===== config.mk =====
export PLATFORM = sky130hd
export DESIGN_NAME = afu_fabric_top
export DESIGN_NICKNAME = d
export VERILOG_FILES = /design/src/afu_fabric_pkg.sv /design/src/pf_stream_if.sv /design/src/flr_rst_mgr.sv /design/src/stream_skid_stage.sv /design/src/pf_rx_demux.sv /design/src/pf_tx_arb.sv /design/src/afu_fabric_top.sv
export VERILOG_INCLUDE_DIRS = /design/src
export SDC_FILE = /design/constraint.sdc
export NUM_CORES = 1
export LEC_CHECK = 0
export BUFFER_PORTS_ARGS = -buffer_cell sky130_fd_sc_hd__buf_2
export CORE_MARGIN = 5
export CORE_UTILIZATION = 45
export DETAILED_ROUTE_END_ITERATION = 8
export PLACE_DENSITY = 0.68
export SKIP_CTS_REPAIR_TIMING = 1
export SYNTH_ARGS = -nofsm -noshare
export SYNTH_HDL_FRONTEND = slang
export SYNTH_SLANG_ARGS = --single-unit

===== constraint.sdc =====
create_clock -name clk -period 1.7 [get_ports clk]
set_input_delay 0.255 -clock clk [delete_from_list [all_inputs] [get_ports clk]]
set_output_delay 0.255 -clock clk [all_outputs]
set_load 0.05 [all_outputs]

===== src/afu_fabric_config.svh =====
//--------------------------------------------------------------------------
// Build-time sizing of the PF function fabric
// AFU_NUM_PF must equal 2**AFU_PF_W, the round-robin wraps on that width
// Header field positions assume the 64-bit first beat of a packet
//--------------------------------------------------------------------------
`ifndef AFU_FABRIC_CONFIG_SVH
`define AFU_FABRIC_CONFIG_SVH

// Fabric size
`define AFU_NUM_PF     4
`define AFU_DATA_W     64
`define AFU_PF_W       2

// First-beat header layout
`define AFU_FMT_BIT    63
`define AFU_REQ_PF_LSB 56
`define AFU_CPL_PF_LSB 40

// FLR hold time, in clk cycles
`define AFU_FLR_HOLD   16

`endif


===== src/afu_fabric_pkg.sv =====
//--------------------------------------------------------------------------
// Header types of the host stream
// The first beat is decoded either as a request or as a completion
// Both views keep the format bit at the same position
//--------------------------------------------------------------------------
`include "afu_fabric_config.svh"

package afu_fabric_pkg;

   typedef logic [`AFU_PF_W-1:0] t_pf_num;

   // Request view, format bit is 0
   typedef struct packed {
      logic                                              fmt;
      logic [`AFU_FMT_BIT-`AFU_REQ_PF_LSB-`AFU_PF_W-1:0] rsvd0;
      t_pf_num                                           pf;      // Target PF
      logic [`AFU_REQ_PF_LSB-49:0]                       rsvd1;
      logic [15:0]                                       len;
      logic [31:0]                                       addr;
   } t_req_hdr;

   // Completion view, format bit is 1
   typedef struct packed {
      logic                                               fmt;
      logic [2:0]                                         status;
      logic [`AFU_FMT_BIT-`AFU_CPL_PF_LSB-`AFU_PF_W-16:0] rsvd0;
      logic [11:0]                                        byte_cnt;
      t_pf_num                                            pf;     // Requester PF
      logic [7:0]                                         tag;
      logic [31:0]                                        rsvd1;
   } t_cpl_hdr;

   typedef union packed {
      t_req_hdr req;
      t_cpl_hdr cpl;
   } t_pcie_hdr;

   // Destination PF of a header beat, view picked by the format bit
   function automatic t_pf_num hdr_dest_pf(t_pcie_hdr hdr);
      return hdr.req.fmt ? hdr.cpl.pf : hdr.req.pf;
   endfunction

endpackage


===== src/pf_stream_if.sv =====
//--------------------------------------------------------------------------
// Packet stream between fabric blocks
// A beat moves on a clk edge with tvalid and tready both high
// tvalid, tdata and tlast hold until the beat moves
//--------------------------------------------------------------------------
`include "afu_fabric_config.svh"

interface pf_stream_if;

   logic [`AFU_DATA_W-1:0] tdata;
   logic                   tlast;
   logic                   tvalid;
   logic                   tready;

   // Producer side
   modport source (output tdata, output tlast, output tvalid, input tready);

   // Consumer side
   modport sink (input tdata, input tlast, input tvalid, output tready);

endinterface


===== src/flr_rst_mgr.sv =====
//--------------------------------------------------------------------------
// Function-level reset manager
// flr_req_valid is a single-cycle pulse, flr_req_pf names the PF
// A PF in reset ignores further requests until its done pulse
// port_rst_n stays low for AFU_FLR_HOLD cycles, then flr_done pulses
//--------------------------------------------------------------------------
`include "afu_fabric_config.svh"

module flr_rst_mgr
   import afu_fabric_pkg::*;
(
   input  logic                   clk,
   input  logic                   rst_n,
   input  logic                   flr_req_valid,
   input  t_pf_num                flr_req_pf,
   output logic [`AFU_NUM_PF-1:0] flr_done,
   output logic [`AFU_NUM_PF-1:0] port_rst_n
);

   localparam int NUM_PF = `AFU_NUM_PF;
   localparam int CNT_W  = $clog2(`AFU_FLR_HOLD);

   logic [NUM_PF-1:0] busy;
   logic [NUM_PF-1:0] start;
   logic [NUM_PF-1:0] expire;
   logic [CNT_W-1:0]  hold_cnt [NUM_PF];

   // Per-PF start and expiry of the hold window
   for (genvar i = 0; i < NUM_PF; i++) begin : g_evt
      assign start[i]  = flr_req_valid & (flr_req_pf == t_pf_num'(i)) & ~busy[i];
      assign expire[i] = busy[i] & (hold_cnt[i] == '0);
   end

   //-----------------------------------------------------------------------
   // Hold counters and port resets
   //-----------------------------------------------------------------------
   always_ff @(posedge clk or negedge rst_n) begin
      if (!rst_n) begin
         busy       <= '0;
         flr_done   <= '0;
         port_rst_n <= '0;
         for (int i = 0; i < NUM_PF; i++) begin
            hold_cnt[i] <= '0;
         end
      end else begin
         for (int i = 0; i < NUM_PF; i++) begin
            // Done pulses on the cycle the port leaves reset
            flr_done[i] <= expire[i];
            if (start[i]) begin
               busy[i]     <= 1'b1;
               hold_cnt[i] <= CNT_W'(`AFU_FLR_HOLD - 1);
            end else if (expire[i]) begin
               busy[i]     <= 1'b0;
            end else if (busy[i]) begin
               hold_cnt[i] <= hold_cnt[i] - 1'b1;
            end
            // Low while counting, and from the request edge
            port_rst_n[i] <= ~start[i] & (~busy[i] | expire[i]);
         end
      end
   end

endmodule


===== src/stream_skid_stage.sv =====
//--------------------------------------------------------------------------
// One-stage skid pipeline
// Full throughput, with tready to the producer taken from a register
// rst_n is the per-port reset, it empties both registers
//--------------------------------------------------------------------------
`include "afu_fabric_config.svh"

module stream_skid_stage (
   input  logic        clk,
   input  logic        rst_n,
   pf_stream_if.sink   in,
   pf_stream_if.source out
);

   logic                   main_valid;
   logic [`AFU_DATA_W-1:0] main_data;
   logic                   main_last;
   logic                   skid_valid;
   logic [`AFU_DATA_W-1:0] skid_data;
   logic                   skid_last;
   logic                   in_fire;
   logic                   main_load;

   // Ready while the skid register is empty
   assign in.tready = ~skid_valid;
   assign in_fire   = in.tvalid & ~skid_valid;

   // Main register takes a beat when empty or draining
   assign main_load = ~main_valid | out.tready;

   always_ff @(posedge clk or negedge rst_n) begin
      if (!rst_n) begin
         main_valid <= 1'b0;
         skid_valid <= 1'b0;
      end else if (main_load) begin
         main_valid <= skid_valid | in_fire;
         skid_valid <= 1'b0;
      end else if (in_fire) begin
         // Output stalled, park the incoming beat
         skid_valid <= 1'b1;
      end
   end

   // Payload, skid beat goes first
   always_ff @(posedge clk) begin
      if (main_load) begin
         main_data <= skid_valid ? skid_data : in.tdata;
         main_last <= skid_valid ? skid_last : in.tlast;
      end else if (in_fire) begin
         skid_data <= in.tdata;
         skid_last <= in.tlast;
      end
   end

   assign out.tvalid = main_valid;
   assign out.tdata  = main_data;
   assign out.tlast  = main_last;

endmodule


===== src/pf_rx_demux.sv =====
//--------------------------------------------------------------------------
// Host RX demultiplexer
// Routes each packet by its first beat, one output register shared by all
// Packets for a PF in reset are taken and dropped, to the end of the packet
//--------------------------------------------------------------------------
`include "afu_fabric_config.svh"

module pf_rx_demux
   import afu_fabric_pkg::*;
(
   input  logic                   clk,
   input  logic                   rst_n,
   input  logic [`AFU_DATA_W-1:0] host_rx_tdata,
   input  logic                   host_rx_tlast,
   input  logic                   host_rx_tvalid,
   output logic                   host_rx_tready,
   input  logic [`AFU_NUM_PF-1:0] port_rst_n,
   pf_stream_if.source            pf_out [`AFU_NUM_PF]
);

   t_pcie_hdr              hdr;
   t_pf_num                hdr_pf;
   t_pf_num                cur_dest;
   t_pf_num                dest_q;
   logic                   in_pkt;
   logic                   drop_q;
   logic                   cur_drop;
   logic                   accept;
   logic                   fwd;
   logic                   out_valid;
   logic                   out_ready;
   logic [`AFU_DATA_W-1:0] out_data;
   logic                   out_last;
   logic [`AFU_NUM_PF-1:0] out_tready;

   // Header decode, used on the first beat only
   assign hdr      = host_rx_tdata;
   assign hdr_pf   = hdr_dest_pf(hdr);
   assign cur_dest = in_pkt ? dest_q : hdr_pf;
   // Drop is sticky, an FLR mid-packet drops the tail too
   assign cur_drop = ~port_rst_n[cur_dest] | (in_pkt & drop_q);

   // dest_q only follows forwarded beats, so it also tags the output register
   assign out_ready      = out_tready[dest_q];
   assign host_rx_tready = cur_drop | ~out_valid | out_ready;
   assign accept         = host_rx_tvalid & host_rx_tready;
   assign fwd            = accept & ~cur_drop;

   always_ff @(posedge clk or negedge rst_n) begin
      if (!rst_n) begin
         in_pkt    <= 1'b0;
         drop_q    <= 1'b0;
         dest_q    <= '0;
         out_valid <= 1'b0;
      end else begin
         if (accept) begin
            in_pkt <= ~host_rx_tlast;
            drop_q <= cur_drop;
         end
         if (fwd) begin
            dest_q    <= cur_dest;
            out_valid <= 1'b1;
         end else if (out_ready) begin
            out_valid <= 1'b0;
         end
      end
   end

   always_ff @(posedge clk) begin
      if (fwd) begin
         out_data <= host_rx_tdata;
         out_last <= host_rx_tlast;
      end
   end

   // Fan the output register out to the PF ports
   for (genvar i = 0; i < `AFU_NUM_PF; i++) begin : g_port
      assign pf_out[i].tdata  = out_data;
      assign pf_out[i].tlast  = out_last;
      assign pf_out[i].tvalid = out_valid & (dest_q == t_pf_num'(i));
      assign out_tready[i]    = pf_out[i].tready;
   end

endmodule


===== src/pf_tx_arb.sv =====
//--------------------------------------------------------------------------
// PF TX to host arbiter
// Round-robin per packet, grant held until tlast
// Ports in FLR are not granted, an FLR on the granted port frees the lock
// Output register holds while host_tx_tready is low
//--------------------------------------------------------------------------
`include "afu_fabric_config.svh"

module pf_tx_arb
   import afu_fabric_pkg::*;
(
   input  logic                   clk,
   input  logic                   rst_n,
   input  logic [`AFU_NUM_PF-1:0] port_rst_n,
   pf_stream_if.sink              pf_in [`AFU_NUM_PF],
   output logic [`AFU_DATA_W-1:0] host_tx_tdata,
   output logic                   host_tx_tlast,
   output logic                   host_tx_tvalid,
   input  logic                   host_tx_tready
);

   localparam int NUM_PF = `AFU_NUM_PF;

   logic [NUM_PF-1:0]      req;
   logic [NUM_PF-1:0]      in_last;
   logic [`AFU_DATA_W-1:0] in_data [NUM_PF];
   t_pf_num                gnt_q;
   t_pf_num                pick;
   t_pf_num                cur_gnt;
   logic                   pick_ok;
   logic                   locked;
   logic                   cur_req;
   logic                   out_free;
   logic                   take;

   for (genvar i = 0; i < NUM_PF; i++) begin : g_port
      assign req[i]          = pf_in[i].tvalid & port_rst_n[i];
      assign in_data[i]      = pf_in[i].tdata;
      assign in_last[i]      = pf_in[i].tlast;
      assign pf_in[i].tready = take & (cur_gnt == t_pf_num'(i));
   end

   //-----------------------------------------------------------------------
   // Round-robin pick, starting after the last grant
   //-----------------------------------------------------------------------
   always_comb begin
      pick    = gnt_q;
      pick_ok = 1'b0;
      // Walk down so the nearest requester after gnt_q wins
      for (int k = NUM_PF; k >= 1; k--) begin
         if (req[t_pf_num'(gnt_q + k)]) begin
            pick    = t_pf_num'(gnt_q + k);
            pick_ok = 1'b1;
         end
      end
   end

   assign cur_gnt  = locked ? gnt_q : pick;
   assign cur_req  = locked ? req[gnt_q] : pick_ok;
   assign out_free = ~host_tx_tvalid | host_tx_tready;
   assign take     = out_free & cur_req;

   always_ff @(posedge clk or negedge rst_n) begin
      if (!rst_n) begin
         gnt_q          <= '0;
         locked         <= 1'b0;
         host_tx_tvalid <= 1'b0;
      end else begin
         if (take) begin
            gnt_q  <= cur_gnt;
            locked <= ~in_last[cur_gnt];
         end else if (locked && !port_rst_n[gnt_q]) begin
            locked <= 1'b0;
         end
         if (take) begin
            host_tx_tvalid <= 1'b1;
         end else if (host_tx_tready) begin
            host_tx_tvalid <= 1'b0;
         end
      end
   end

   always_ff @(posedge clk) begin
      if (take) begin
         host_tx_tdata <= in_data[cur_gnt];
         host_tx_tlast <= in_last[cur_gnt];
      end
   end

endmodule


===== src/afu_fabric_top.sv =====
//--------------------------------------------------------------------------
// Host-side function fabric, top level
// PF lanes are flattened, lane n belongs to PF n
// All logic runs on clk, port resets come from the FLR manager
// Host RX to fn_rx and fn_tx to host TX each take 2 cycles
//--------------------------------------------------------------------------
`include "afu_fabric_config.svh"

module afu_fabric_top
   import afu_fabric_pkg::*;
(
   input  logic                                     clk,
   input  logic                                     rst_n,

   // Host RX
   input  logic [`AFU_DATA_W-1:0]                   host_rx_tdata,
   input  logic                                     host_rx_tlast,
   input  logic                                     host_rx_tvalid,
   output logic                                     host_rx_tready,

   // Host TX
   output logic [`AFU_DATA_W-1:0]                   host_tx_tdata,
   output logic                                     host_tx_tlast,
   output logic                                     host_tx_tvalid,
   input  logic                                     host_tx_tready,

   // FLR request and response
   input  logic                                     flr_req_valid,
   input  t_pf_num                                  flr_req_pf,
   output logic [`AFU_NUM_PF-1:0]                   flr_done,

   // PF RX lanes
   output logic [`AFU_NUM_PF-1:0][`AFU_DATA_W-1:0]  fn_rx_tdata,
   output logic [`AFU_NUM_PF-1:0]                   fn_rx_tlast,
   output logic [`AFU_NUM_PF-1:0]                   fn_rx_tvalid,
   input  logic [`AFU_NUM_PF-1:0]                   fn_rx_tready,

   // PF TX lanes
   input  logic [`AFU_NUM_PF-1:0][`AFU_DATA_W-1:0]  fn_tx_tdata,
   input  logic [`AFU_NUM_PF-1:0]                   fn_tx_tlast,
   input  logic [`AFU_NUM_PF-1:0]                   fn_tx_tvalid,
   output logic [`AFU_NUM_PF-1:0]                   fn_tx_tready
);

   logic [`AFU_NUM_PF-1:0] port_rst_n;

   // RX: demux to stage to lane, TX: lane to stage to arbiter
   pf_stream_if dmx2stg [`AFU_NUM_PF] ();
   pf_stream_if stg2fn  [`AFU_NUM_PF] ();
   pf_stream_if fn2stg  [`AFU_NUM_PF] ();
   pf_stream_if stg2arb [`AFU_NUM_PF] ();

   flr_rst_mgr i_flr_rst_mgr (
      .clk           (clk),
      .rst_n         (rst_n),
      .flr_req_valid (flr_req_valid),
      .flr_req_pf    (flr_req_pf),
      .flr_done      (flr_done),
      .port_rst_n    (port_rst_n)
   );

   pf_rx_demux i_pf_rx_demux (
      .clk            (clk),
      .rst_n          (rst_n),
      .host_rx_tdata  (host_rx_tdata),
      .host_rx_tlast  (host_rx_tlast),
      .host_rx_tvalid (host_rx_tvalid),
      .host_rx_tready (host_rx_tready),
      .port_rst_n     (port_rst_n),
      .pf_out         (dmx2stg)
   );

   pf_tx_arb i_pf_tx_arb (
      .clk            (clk),
      .rst_n          (rst_n),
      .port_rst_n     (port_rst_n),
      .pf_in          (stg2arb),
      .host_tx_tdata  (host_tx_tdata),
      .host_tx_tlast  (host_tx_tlast),
      .host_tx_tvalid (host_tx_tvalid),
      .host_tx_tready (host_tx_tready)
   );

   //-----------------------------------------------------------------------
   // Per-PF pipelines, held in reset with their port
   //-----------------------------------------------------------------------
   for (genvar i = 0; i < `AFU_NUM_PF; i++) begin : g_pf
      stream_skid_stage i_rx_stage (
         .clk   (clk),
         .rst_n (port_rst_n[i]),
         .in    (dmx2stg[i]),
         .out   (stg2fn[i])
      );

      assign fn_rx_tdata[i]   = stg2fn[i].tdata;
      assign fn_rx_tlast[i]   = stg2fn[i].tlast;
      assign fn_rx_tvalid[i]  = stg2fn[i].tvalid;
      assign stg2fn[i].tready = fn_rx_tready[i];

      assign fn2stg[i].tdata  = fn_tx_tdata[i];
      assign fn2stg[i].tlast  = fn_tx_tlast[i];
      assign fn2stg[i].tvalid = fn_tx_tvalid[i];
      assign fn_tx_tready[i]  = fn2stg[i].tready;

      stream_skid_stage i_tx_stage (
         .clk   (clk),
         .rst_n (port_rst_n[i]),
         .in    (fn2stg[i]),
         .out   (stg2arb[i])
      );
   end

endmodule


Word level (Yosys, flattened, before mapping)
Index checks and enable logic that the tools add are counted.
W data, S select, Z words.

storage, ports and cells
  bits in registers = 1,223
  bits in latches = 0
  memory bits (writable) = 0
  memory bits (read-only) = 0
  input port bits = 340
  output and inout port bits = 339
  memories kept = 0

cells by class
  add/sub/neg operators = 8
  $mul = 0
  divide/modulo/power cells = 0
  magnitude comparators = 9
  equality and inequality tests = 13
  shift-type cells = 0
  multiplexer cells = 91
  bitwise gates (word level) = 103
  reductions and logical operators = 40

operators with widths
  operator               count
  $mux W64               10
  $bmux W64 S2           1
  $mux W1                52
  $mux W4                12
  $and A1 B1 Y1          40
  $not A1 Y1             38
  $reduce_bool A2 Y1     19
  $lt A2 B3 Y1 const B   8
  $or A1 B1 Y1           24
  $reduce_and A2 Y1      12
  $bmux W1 S2            9
  $logic_not A4 Y1       4
  $sub A4 B1 Y4 const B  4
  $mux W2                7
  $eq A2 B2 Y1 const B   6
  $ne A2 B1 Y1 const B   4
  $eq A2 B1 Y1 const B   3
  $logic_not A2 Y1       3
  $add A2 B1 Y2 const B  2
  $add A2 B2 Y2 const B  2
  $ge A3 B3 Y1 const B   1
  $not A2 Y3             1
  $logic_and A1 B1 Y1    1
  $logic_not A1 Y1       1

Logic depth before layout (Yosys ltp)
Gate-level depths: netlist (run 1).

  depth in word-level cells = 13
  depth in mapped cells = 9
  gate-level depth less buffers = 7

Hierarchy
Synthesis (run 1) repeated with hierarchy kept, for this count alone.

second synthesis, totals
  cell total of the unflattened synthesis = 2,616
  area total of the unflattened synthesis = 48,416.4 um^2

modules (own cells, without submodules)
  module             times used  cells an instance  area each (um^2)  seq. area each (um^2)
  stream_skid_stage  8           211                4,843.4           3,953.8
  pf_tx_arb          1           476                4,339.2           2,052.0
  pf_rx_demux        1           317                3,888.7           2,077.0
  flr_rst_mgr        1           123                1,351.3           700.7
  afu_fabric_top     1           12                 90.1              0.0

Worst setup path before layout (run 1)
OpenSTA, ideal clock, no wires.

  path type = input -> register
  from = in fn_rx_tready[0]
  to = reg g_pf[0].i_rx_stage.skid_data[0], enable pin
  data arrival time = 8.224 ns
  data required time = 1.052 ns
  slack = -7.172 ns
  stages = 2
  cell sequence = nand2b_1 -> nor4_1

on the way
  longest elaborated chain between the ends = 3

RTL lines
  what                                RTL line                 source
  start: declaration                  afu_fabric_top.sv:36     input logic [`AFU_NUM_PF-1:0] fn_rx_tready,
  $or A1 B1 Y1                        stream_skid_stage.sv:29  assign main_load = ~main_valid | out.tready;
  $not A1 Y1 (no source line)         n/a
  $reduce_and A2 Y1 (no source line)  n/a
  end signal: assignment              stream_skid_stage.sv:50  skid_data <= in.tdata;
  end: declaration                    stream_skid_stage.sv:19  logic [`AFU_DATA_W-1:0] skid_data;

No other way between the ends.
A chain may end at the register's enable or synchronous reset.

Final worst setup path (run 1)
  from = reg i_flr_rst_mgr.port_rst_n[3]
  to = reg g_pf[0].i_tx_stage.skid_data[53], enable pin

on the way
  longest elaborated chain between the ends = 13
  elaborated cells between the ends (all ways) = 27
  classes of those cells = mux: 20; bitwise: 5; reduce/logical: 2

RTL lines
  what                                                      RTL line                          source
  start: declaration                                        flr_rst_mgr.sv:17                 output logic [`AFU_NUM_PF-1:0] port_rst_n
  start signal: indexed assignment                          flr_rst_mgr.sv:58                 port_rst_n[i] <= ~start[i] & (~busy[i] | expire[i]);
  $and A1 B1 Y1 (*)                                         pf_tx_arb.sv:37                   assign req[i] = pf_in[i].tvalid & port_rst_n[i];
  $bmux W1 S2                                               pf_tx_arb.sv:51                   if (req[t_pf_num'(gnt_q + k)]) begin
  $mux W1 (implied by the code)                             pf_tx_arb.sv:51
  $mux W1 / $mux W2 (equally long branches) (4 in series)   pf_tx_arb.sv:51
  $mux W1 / $mux W2 (equally long branches)                 pf_tx_arb.sv:59, pf_tx_arb.sv:58
  $and A1 B1 Y1 / $logic_not A2 Y1 (equally long branches)  pf_tx_arb.sv:61, pf_tx_arb.sv:40
  $and A1 B1 Y1 (*)                                         pf_tx_arb.sv:40                   assign pf_in[i].tready = take & (cur_gnt == t_pf_num'(i));
  $or A1 B1 Y1 (*)                                          stream_skid_stage.sv:29
  named net g_pf[0].i_tx_stage.main_load                    stream_skid_stage.sv:22           logic main_load;
  $not A1 Y1 (no source line) (*)                           n/a
  $reduce_and A2 Y1 (no source line) (*)                    n/a
  end signal: assignment                                    stream_skid_stage.sv:50
  end: declaration                                          stream_skid_stage.sv:19

The timed path passes the listed nets; every way through them passes the cells marked *. The select of a mux whose other input is x is not followed.

==> results of run 1 <==
layout make-up:
cell class	instances	area (µm²)	share of cell area [%]
Sequential cell	1223	36500	58.9
Multi-Input combinational cell	909	9480	15.3
Timing Repair Buffer	1248	9880	15.9
Tap cell	1368	1710	2.76
Inverter	28	105	0.170
Antenna cell	5	12.5	0.0202
Clock inverter	74	855	1.38
Clock buffer	161	3450	5.57
through the flow:
stage	worst slack (ps)	std cells
CTS	-1180	4612
finish	-934	5016
global route	-974	5014
detailed placement	-821	4377
floorplan	-5890	2265
global placement	-765	4377
registers in the layout, indices dropped and copies added, names as in the netlist, 2 cells and up:
signal	flops
g_pf.i_rx_stage.out.tlast	4
i_flr_rst_mgr.hold_cnt	16
g_pf.i_tx_stage.out.tvalid	4
g_pf.i_rx_stage.out.tvalid	4
i_pf_rx_demux.dest_q	2
g_pf.i_rx_stage.skid_last	4
i_flr_rst_mgr.flr_done	4
g_pf.i_tx_stage.skid_last	4
g_pf.i_tx_stage.skid_valid	4
g_pf.i_tx_stage.skid_data	256
g_pf.i_tx_stage.out.tdata	256
g_pf.i_rx_stage.skid_data	256
g_pf.i_rx_stage.skid_valid	4
i_flr_rst_mgr.port_rst_n	4
g_pf.i_rx_stage.out.tdata	256
i_flr_rst_mgr.busy	4
i_pf_tx_arb.host_tx_tdata	64
i_pf_tx_arb.gnt_q	2
i_pf_rx_demux.pf_out.tdata	64
g_pf.i_tx_stage.out.tlast	4
metal layers:
layer	wire, µm	up-vias	global-route usage (%)
li1	-	11500	-
met1	51600	13500	28.3
met2	62600	1340	33.6
met3	11300	210	5.75
met4	3720	8	6.61
met5	57	-	0
cells by family after synthesis:
logic type      synth area share [%]
simple gates                    1.30
xor+xnor                       0.189
flops                           78.6
buf+inv                         1.63
fa+ha+maj                      0.216
compound gates                 0.785
mux                             17.2
tightest hold or removal path, delay by kind of cell:
family                 cells  cell delay, ps
buffers and inverters      1             100
and+or+nand+nor            1             170
AOI/OAI and AO/OA          1             180
how the worst max path moves through the flow:
stage          depth (start not counted)                                 startpoint  slack (ps)                                         end
3_3_place_gp                           8  g_pf[3].i_tx_stage.out.tvalid$_DFFE_PN0P_        -760  g_pf[0].i_tx_stage.skid_data[59]$_DFFE_PP_
6_report                               9      i_flr_rst_mgr.port_rst_n[3]$_DFF_PN0_        -930  g_pf[0].i_tx_stage.skid_data[53]$_DFFE_PP_
3_5_place_dp                           8  g_pf[3].i_tx_stage.out.tvalid$_DFFE_PN0P_        -820  g_pf[0].i_tx_stage.skid_data[46]$_DFFE_PP_
4_1_cts                                9      i_flr_rst_mgr.port_rst_n[1]$_DFF_PN0_       -1180                              host_rx_tready
2_1_floorplan                          5      i_flr_rst_mgr.port_rst_n[3]$_DFF_PN0_       -5890   g_pf[2].i_tx_stage.skid_data[0]$_DFFE_PP_
5_1_grt                                9      i_flr_rst_mgr.port_rst_n[1]$_DFF_PN0_        -970                              host_rx_tready
cell usage in the layout (no fill, tap or decap), drive strengths merged, types with 9 or more instances in the layout:
cell type    netlist  layout
nand2b             9       9
mux2i            201     201
inv               28      36
edfxtp          1170    1170
mux2             523     523
xnor2             10      10
clkinv             0      50
clkbuf            39     184
nor2              29      29
dfrtp             53      53
nand2             39      39
o31ai             10      10
bufinv             0      13
dlygate4sd3        0     334
buf               66     891
power by group through the flow:
stage | clock network [mW] | logic [mW] | registers (mW)
5_1_grt | 30.3 | 41.6 | 47.2
2_1_floorplan | 0 | 16.6 | 53.5
6_report | 28.4 | 39.9 | 46.7
3_3_place_gp | 0 | 32.5 | 47.0
3_5_place_dp | 0 | 33.7 | 47.1
4_1_cts | 28.9 | 33.9 | 46.6
==> flow_metrics.tcl, run 1 <==
set metrics [dict create \
    detail_route.first_pass.iterations 5 \
    type_of_element_capturing_the_critical_path "flip-flop" \
    synthCells 2265 \
    worst_hold_path_type "in -> reg" \
    critPathMaxStageDelay_ps 510 \
    static-leakage-power_nw 23.4 \
    cpMaxStageDelayCell "mux4_2" \
    power.density_nw_per_um2 1860 \
    startpoint_type "flip-flop" \
    die_height_um 331 \
    cell_rows 117 \
    hold_path_end "i_pf_tx_arb.host_tx_tvalid$_DFFE_PN0P_" \
    route.antenna.remaining_nets 0 \
    worst_r2r_path_depth 9 \
    total_power_mw 115 \
    insertion_delay_ps 740 \
    synth-warning-count 0 \
    drive_gt1_share_pct 46.3 \
    antenna_found_initial 9 \
    detailed_place_hpwl_um 81300 \
    most_common_cell_in_the_netlist "edfxtp_1" \
    totalWireLength_um 129000 \
    final-setup-viol-count 1063 \
    placed_cell_area_um2 52900 \
    clock-root-buffer "clkbuf_16" \
    rr_endpoint "g_pf[0].i_tx_stage.skid_data[53]$_DFFE_PP_" \
    stdcell_area_um2 62000 \
    syn_area_per_cell_um2 20.5 \
    routabilityCongestion 0.868 \
    synth_sequential_area_ratio_pct 78.6 \
    detailedRoute.firstIterationViolations 2432 \
    max_slew_margin_pct 58.1 \
    peak_supply_drop_v 0.00151 \
    crit_buf_inv 4 \
    final_max_slew_viol_count 0 \
    clkSinkCount 1223 \
    cell_accounting_for_the_most_synthesized_area "edfxtp_1" \
    synthesis.nets 2613 \
    start_util_pct 45.4 \
    critical_path_fanout_max 8 \
    synth_cell_types 57 \
    nFillCells 6979 \
    globalRouteTotalUtil_pct 21.0 \
    clock_power_share_pct 24.7 \
    clock_tree.buffer_depth 3 \
    reg2reg_slack_ps -930 \
    grt_first_pass_wirelength_um 169000 \
    fin_nets 3889 \
    final.setup.worst_slack_ps -934 \
    via_count_of_the_first_global_routing_pass 25600 \
    remaining_drc_errors 0 \
    hold_path_startpoint "host_tx_tready" \
    setup_total_neg_slack_ps -524980 \
    worst_pin_slew_ps 629 \
    worst_path_dominant_cell_family "buffers and inverters" \
    power.sequential.fraction_pct 40.6 \
    violated_checks "setup timing" \
    cell_internal_pwr_mw 75.5 \
    yosys.area.top_type_share_pct 75.8 \
    floorplan.io_pins 679 \
    synth-main-ff-cell "edfxtp_1" \
    area_growth_syn_to_layout_pct 33.7 \
    setup.worst_path.class "reg -> reg" \
    worstReg2RegStart "i_flr_rst_mgr.port_rst_n[3]$_DFF_PN0_" \
    run_status "complete, but fails checks" \
    pin_count_of_the_biggest_net_entering_global_routing 68 \
    grt_setup_unrepaired "true" \
    globalRoute.totalOverflow 0 \
    finalHoldViolations 0 \
    cts_htree_levels 4 \
    io_buffers 678 \
    synth-edff-count 1170 \
    vias_per_cell 5.31 \
    post-route-min-period_ps 2630 \
    final_min_period_over_clock_period_pct 155 \
    max-cap-violations 0 \
    synthTopCellsByArea "edfxtp_1, mux2_2, mux2i_1" \
    p_sw_mw 39.5 \
    fp.dieW_um 331 \
    die_area_um2 110000 \
    min_path_cells 3 \
    tritoncts_clock_tree "built" \
    tritoncts.num_buffers 131 \
    route.detailed.wl_per_inst_um 25.7 \
    worst-endpoint-arrival_ps 3080 \
    ys_ff_latch 1223 \
    clk_pin_slew_worst_paths_ps 60 \
    synth.top_cells.by_count "edfxtp_1, mux2_2, mux2i_1, dfrtp_1, nand2_1" \
    sw_frac_of_total_pct 34.4 \
    clock-skew-final_ps 28.3 \
    cp_cell_sequence "and2_4 -> mux4_2 -> o21ai_4 -> buf_12 -> o31ai_4 -> nor3b_2 -> clkbuf_16 -> buf_12 -> clkbuf_16" \
    num_vias 26600 \
    critPathRequiredTime_ps 2140 \
    maxClockFrequency_mhz 380 \
    coreArea_um2 102000 \
    combinationalPowerShare_pct 34.7 \
    layout.core_utilization_pct 60.8 \
    synth.cell_area_um2 46400 \
    post_synth_arst_share_pct 4.33 \
    timing.hold.ws_ps 64.3 \
]
(Power assumes the default switching activity.)
==> run 2, diff against run 1 <==
--- a/config.mk
+++ b/config.mk
@@ -8,9 +8,9 @@
 export LEC_CHECK = 0
 export BUFFER_PORTS_ARGS = -buffer_cell sky130_fd_sc_hd__buf_2
 export CORE_MARGIN = 5
-export CORE_UTILIZATION = 45
+export CORE_UTILIZATION = 51
 export DETAILED_ROUTE_END_ITERATION = 8
-export PLACE_DENSITY = 0.68
+export PLACE_DENSITY = 0.75
 export SKIP_CTS_REPAIR_TIMING = 1
 export SYNTH_ARGS = -nofsm -noshare
 export SYNTH_HDL_FRONTEND = slang
==> run 2 against run 1 <==
The run still ends with setup timing left. Die area decreased by 11%. Sequential cell count unchanged. Sequential share of layout area increased by 0.080 points. Register-to-register slack got worse by 110 ps. Count of clock-buffer cells in the layout decreased by 30. Sequential power about the same. Global-route usage increased by 2.4 points. Clock power decreased by 4%. First-iteration DRC count increased by 21%.
==> flow_metrics.tcl, run 2 (synthesized netlist as in run 1, its figures left out) <==
set metrics [dict create \
    run_status "complete, but fails checks" \
    violated_checks "setup timing" \
    finalHoldViolations 0 \
    leading_cell_type_in_the_layout_fill_and_taps_excluded "edfxtp_1" \
    area_growth_syn_to_layout_pct 33.5 \
    clock_tree.buffer_depth 3 \
    critPathMaxStageDelay_ps 410 \
    most_used_cell_cp "buf_6" \
    power.density_nw_per_um2 1890 \
    globalRouteTotalUtil_pct 23.3 \
    p_sw_mw 40.9 \
    start_util_pct 51.4 \
    worst_r2r_path_depth 12 \
    final.setup.worst_slack_ps -1040 \
    static-leakage-power_nw 23.4 \
    rr_endpoint "i_pf_tx_arb.host_tx_tdata[55]$_DFFE_PP_" \
    max_slew_margin_pct 61.6 \
    worstReg2RegStart "i_flr_rst_mgr.port_rst_n[1]$_DFF_PN0_" \
    combinationalPowerShare_pct 36.8 \
    layout.core_utilization_pct 68.7 \
    reg2reg_slack_ps -1040 \
    insertion_delay_ps 700 \
    vias_per_cell 5.65 \
    clock-skew-final_ps 29.5 \
    worst-endpoint-arrival_ps 3170 \
    final_max_slew_viol_count 0 \
    clock_power_share_pct 23.2 \
    route.antenna.remaining_nets 0 \
    cp_cell_sequence "buf_4 -> and2_4 -> buf_6 -> o31ai_4 -> o221a_4 -> buf_6 -> buf_6 -> buf_6 -> buf_12 -> buf_12 -> mux2i_1 -> mux2i_1" \
    power.sequential.fraction_pct 40.0 \
    routabilityCongestion 0.887 \
    tritoncts.num_buffers 117 \
    totalWireLength_um 135000 \
    cell_internal_pwr_mw 76.1 \
    clk_pin_slew_worst_paths_ps 60 \
    detail_route.first_pass.iterations 5 \
    detailed_place_hpwl_um 80700 \
    num_vias 27300 \
    cell_rows 110 \
    setup.worst_path.class "reg -> reg" \
    detailedRoute.firstIterationViolations 2934 \
    fin_nets 3898 \
    startpoint_type "flip-flop" \
    grt_setup_unrepaired "true" \
    pin_count_of_the_biggest_net_entering_global_routing 68 \
    floorplan.io_pins 679 \
    most-common-layout-cells "edfxtp_1, buf_2, mux2_2, dlygate4sd3_1, mux2i_1" \
    coreArea_um2 90100 \
    crit_path_capture "i_pf_tx_arb.host_tx_tdata[55]$_DFFE_PP_" \
    worst_hold_path_type "in -> reg" \
    critPathRequiredTime_ps 2130 \
    die_area_um2 97000 \
    clock-root-buffer "clkbuf_16" \
    cpMaxStageDelayCell "dfrtp_2" \
    antenna_found_initial 12 \
    tritoncts_clock_tree "built" \
    critical_path_fanout_max 7 \
    type_of_element_capturing_the_critical_path "flip-flop" \
    sw_frac_of_total_pct 34.9 \
    drive_gt1_share_pct 46.9 \
    max-cap-violations 0 \
    final_min_period_over_clock_period_pct 161 \
    die_height_um 312 \
    worst_pin_slew_ps 577 \
    route.detailed.wl_per_inst_um 27.9 \
    io_buffers 678 \
    remaining_drc_errors 0 \
    final-setup-viol-count 1057 \
    cts_htree_levels 3 \
    setup.worst_path.start "i_flr_rst_mgr.port_rst_n[1]$_DFF_PN0_" \
    maxClockFrequency_mhz 364 \
    post-route-min-period_ps 2740 \
    via_count_of_the_first_global_routing_pass 26000 \
    globalRoute.totalOverflow 0 \
    peak_supply_drop_v 0.00147 \
    fp.dieW_um 312 \
    dp_slack_ps -788 \
    clkSinkCount 1223 \
    grt_first_pass_wirelength_um 170000 \
]
==> run 2: changes by cell type in the layout (fill, tap and decap cells not counted), sizes merged <==
cell	before	now
inv	36	32
clkinvlp	3	6
clkbuf	184	162
buf	891	904
dlygate4sd3	334	336
diode	5	9
clkinv	50	62
bufinv	13	19
==> run 2: through the flow <==
stage / std cells / hold slack (ps) / cell area [µm²] / TNS [ps] / total power, mW
after global placement: 4190 / 154 / 52800 / -439460 / 79.8
final: 4838 / 6.84 / 61900 / -624930 / 117
after CTS: 4412 / -482 / 56800 / -512930 / 108
after detailed placement: 4190 / 168 / 52800 / -489830 / 81.3
after floorplan: 2265 / -40.6 / 46600 / -2510740 / 70.0
after global routing: 4834 / 14.3 / 61900 / -690290 / 120
==> run 2: area by class of cell <==
cell class	instances	area, µm²
flip-flops and latches	1223	36500
fillers	5291	28200
repair buffers	1271	10300
multi-input cells	909	9490
clock buffers	131	2980
well taps	1176	1470
clock inverters	91	1020
inverters	28	105
diodes	9	22.5
==> run 2: power by group through the flow <==
stage,Clock (mW),Sequential (mW),Combinational (mW)
final,27.2,46.8,43.0
after global routing,28.7,47.2,44.4
after CTS,27.2,46.4,34.7
after detailed placement,0,46.9,34.4
after global placement,0,46.8,33.1
after floorplan,0,53.5,16.6
==> run 2: routing by layer <==
layer | wire length (µm) | vias up | track usage (%)
met5 | 265 | - | 1.53
met4 | 6760 | 12 | 7.46
met3 | 13500 | 359 | 7.16
met2 | 66500 | 1755 | 38.6
met1 | 47800 | 13700 | 29.8
li1 | - | 11500 | -
==> run 2: how the worst min path moves through the flow <==
| stage | startpoint | endpoint | depth (start not counted) |
|---|---|---|---|
| 2_1_floorplan | rst_n | i_flr_rst_mgr.busy[0]$_DFFE_PN0P_ | 0 |
| 3_3_place_gp | i_flr_rst_mgr.port_rst_n[1]$_DFF_PN0_ | g_pf[1].i_tx_stage.out.tvalid$_DFFE_PN0P_ | 1 |
| 3_5_place_dp | i_flr_rst_mgr.port_rst_n[1]$_DFF_PN0_ | g_pf[1].i_tx_stage.out.tvalid$_DFFE_PN0P_ | 1 |
| 4_1_cts | rst_n | i_flr_rst_mgr.busy[1]$_DFFE_PN0P_ | 1 |
| 5_1_grt | host_tx_tready | i_pf_tx_arb.host_tx_tvalid$_DFFE_PN0P_ | 3 |
| 6_report | host_tx_tready | i_pf_tx_arb.host_tx_tvalid$_DFFE_PN0P_ | 3 |
==> run 2: worst max-delay path, delay by kind of cell (launching register included) <==
family | cells | cell delay, ps
simple gates | 1 | 140
buf+inv | 7 | 810
mux | 2 | 480
flops | 1 | 410
compound gates | 2 | 630
==> run 3, diff against run 2 <==
--- a/config.mk
+++ b/config.mk
@@ -8,9 +8,9 @@
 export LEC_CHECK = 0
 export BUFFER_PORTS_ARGS = -buffer_cell sky130_fd_sc_hd__buf_2
 export CORE_MARGIN = 5
-export CORE_UTILIZATION = 51
+export CORE_UTILIZATION = 61
 export DETAILED_ROUTE_END_ITERATION = 8
-export PLACE_DENSITY = 0.75
+export PLACE_DENSITY = 0.85
 export SKIP_CTS_REPAIR_TIMING = 1
 export SYNTH_ARGS = -nofsm -noshare
 export SYNTH_HDL_FRONTEND = slang
==> constraint.sdc (replaced) <==
create_clock -name clk -period 3.5 [get_ports clk]
set_input_delay 0.525 -clock clk [delete_from_list [all_inputs] [get_ports clk]]
set_output_delay 0.525 -clock clk [all_outputs]
set_load 0.05 [all_outputs]
==> run 3 against run 2 <==
The run now ends clean. Hold slack gained 16 ps. Die area shrank 16%. Critical path depth shrank 7. Core utilization grew 3.6 points. Largest power group unchanged. Worst setup slack gained 1500 ps. Clock power shrank 56%. Sequential cell count is the same. Cell count shrank 15%.
==> flow_metrics.tcl, run 3 (synthesized netlist as in run 1, its figures left out) <==
set metrics [dict create \
    timing.hold.ws_ps 22.9 \
    layout.core_utilization_pct 72.3 \
    run_status "finished clean" \
    cp_cell_sequence "a22o_1 -> o211ai_1 -> nand4_1 -> o31ai_4 -> buf_4" \
    grt_use_met1_pct 34.3 \
    nFillCells 4225 \
    die_area_um2 81600 \
    max_slew_margin_pct 21.0 \
    insertion_delay_ps 680 \
    cts_htree_levels 3 \
    peak_supply_drop_v 0.00124 \
    finalHoldViolations 0 \
    via_count_of_the_first_global_routing_pass 25400 \
    final_max_slew_viol_count 0 \
    post-route-min-period_ps 3060 \
    final-setup-viol-count 0 \
    floorplan.io_pins 679 \
    totalWireLength_um 112000 \
    static-leakage-power_nw 20.3 \
    cpMaxStageDelayCell "buf_4" \
    critical_path_fanout_max 67 \
    globalRouteMet3Util_pct 7.80 \
    io_buffers 678 \
    globalRoute.busiestLayer "met2" \
    worst_hold_path_type "in -> reg" \
    num_vias 24300 \
    leading_cell_type_in_the_layout_fill_and_taps_excluded "edfxtp_1" \
    power.density_nw_per_um2 907 \
    setup.worst_path.class "reg -> reg" \
    pin_count_of_the_biggest_net_entering_global_routing 101 \
    footprint_of_the_multi_input_gates_um2 9310 \
    tritoncts.num_buffers 116 \
    grtUsageMet2_pct 44.5 \
    critPathMaxStageDelay_ps 810 \
    detailed_place_hpwl_um 71500 \
    final_min_period_over_clock_period_pct 87.6 \
    clock-skew-final_ps 38.1 \
    clock_tree.buffer_depth 3 \
    coreArea_um2 75700 \
    antenna_found_initial 29 \
    fin_nets 3354 \
    clk_pin_slew_worst_paths_ps 60 \
    cell_rows 101 \
    total_power_mw 49.6 \
    grt_setup_unrepaired "false" \
    grt_first_pass_wirelength_um 164000 \
    route.detailed.wl_per_inst_um 27.5 \
    vias_per_cell 5.94 \
    clkSinkCount 1223 \
    routabilityCongestion 0.863 \
    min_path_cells 1 \
    worstReg2RegStart "i_flr_rst_mgr.port_rst_n[3]$_DFF_PN0_" \
    detail_route.first_pass.iterations 5 \
    worst_pin_slew_ps 1190 \
    maxClockFrequency_mhz 326 \
    dp_slack_ps 481 \
    critPathRequiredTime_ps 3790 \
    type_of_element_capturing_the_critical_path "flip-flop" \
    fp.dieW_um 286 \
    reg2reg_slack_ps 440 \
    route.antenna.remaining_nets 0 \
    globalRouteTotalUtil_pct 26.8 \
    worst_r2r_path_depth 5 \
    globalRoute.totalOverflow 0 \
    drive_gt1_share_pct 46.5 \
    rr_endpoint "g_pf[1].i_tx_stage.out.tdata[20]$_DFFE_PP_" \
    detailedRoute.firstIterationViolations 2323 \
    hold_path_startpoint "host_rx_tdata[23]" \
    setup.worst_path.start "i_flr_rst_mgr.port_rst_n[3]$_DFF_PN0_" \
    most-common-layout-cells "edfxtp_1, buf_2, mux2_2, mux2i_1, clkbuf_16" \
    tritoncts_clock_tree "built" \
    max-cap-violations 0 \
    clock-root-buffer "clkbuf_16" \
    start_util_pct 61.2 \
    register_area_um2 36500 \
    hold_path_end "i_pf_rx_demux.pf_out[0].tdata[23]$_DFFE_PP_" \
    startpoint_type "flip-flop" \
    remaining_drc_errors 0 \
    worst-endpoint-arrival_ps 3360 \
    final.setup.worst_slack_ps 435 \
    area_growth_syn_to_layout_pct 18.0 \
    die_height_um 286 \
]
[run 3: power by group]
part,switching (mW),internal [mW]
sequential,2.06,20.8
combinational,9.99,4.79
clock,5.24,6.67
[run 3: cell type report]
type / count / share of cell area (%)
Antenna cell: 18 / 0.0824
Clock buffer: 141 / 5.56
Clock inverter: 65 / 1.00
Inverter: 28 / 0.192
Multi-Input combinational cell: 909 / 17.0
Sequential cell: 1223 / 66.7
Tap cell: 978 / 2.24
Timing Repair Buffer: 728 / 7.20
[run 3: stage by stage]
stage	instances	cell area, µm²	TNS [ps]
final	4090	54700	0
after global routing	4082	54700	0
after CTS	4059	54500	0
after detailed placement	3853	50900	0
after global placement	3853	50900	0
after floorplan	2265	46500	-1090350
[run 3: worst max-delay path by stage]
stage                                                       to  slack, ps
global placement    g_pf[1].i_tx_stage.out.tdata[20]$_DFFE_PP_        610
finish              g_pf[1].i_tx_stage.out.tdata[20]$_DFFE_PP_        440
global route        g_pf[1].i_tx_stage.out.tdata[31]$_DFFE_PP_        340
CTS                 g_pf[1].i_tx_stage.out.tdata[31]$_DFFE_PP_        480
floorplan            g_pf[0].i_tx_stage.skid_data[0]$_DFFE_PP_      -4090
detailed placement  g_pf[1].i_tx_stage.out.tdata[20]$_DFFE_PP_        480
[run 3: routing by layer]
metal,up-vias,wire (µm)
met3,255,12500
met5,-,102
met4,18,4160
met1,12200,39600
li1,10400,-
met2,1451,55900
[run 3: worst max-delay path: cells and delay by family, from the launching register on]
kind	cells	cell delay, ps
buffers and inverters	1	810
flip-flops	1	500
AO/OA/AOI/OAI	3	810
AND/OR/NAND/NOR	1	400
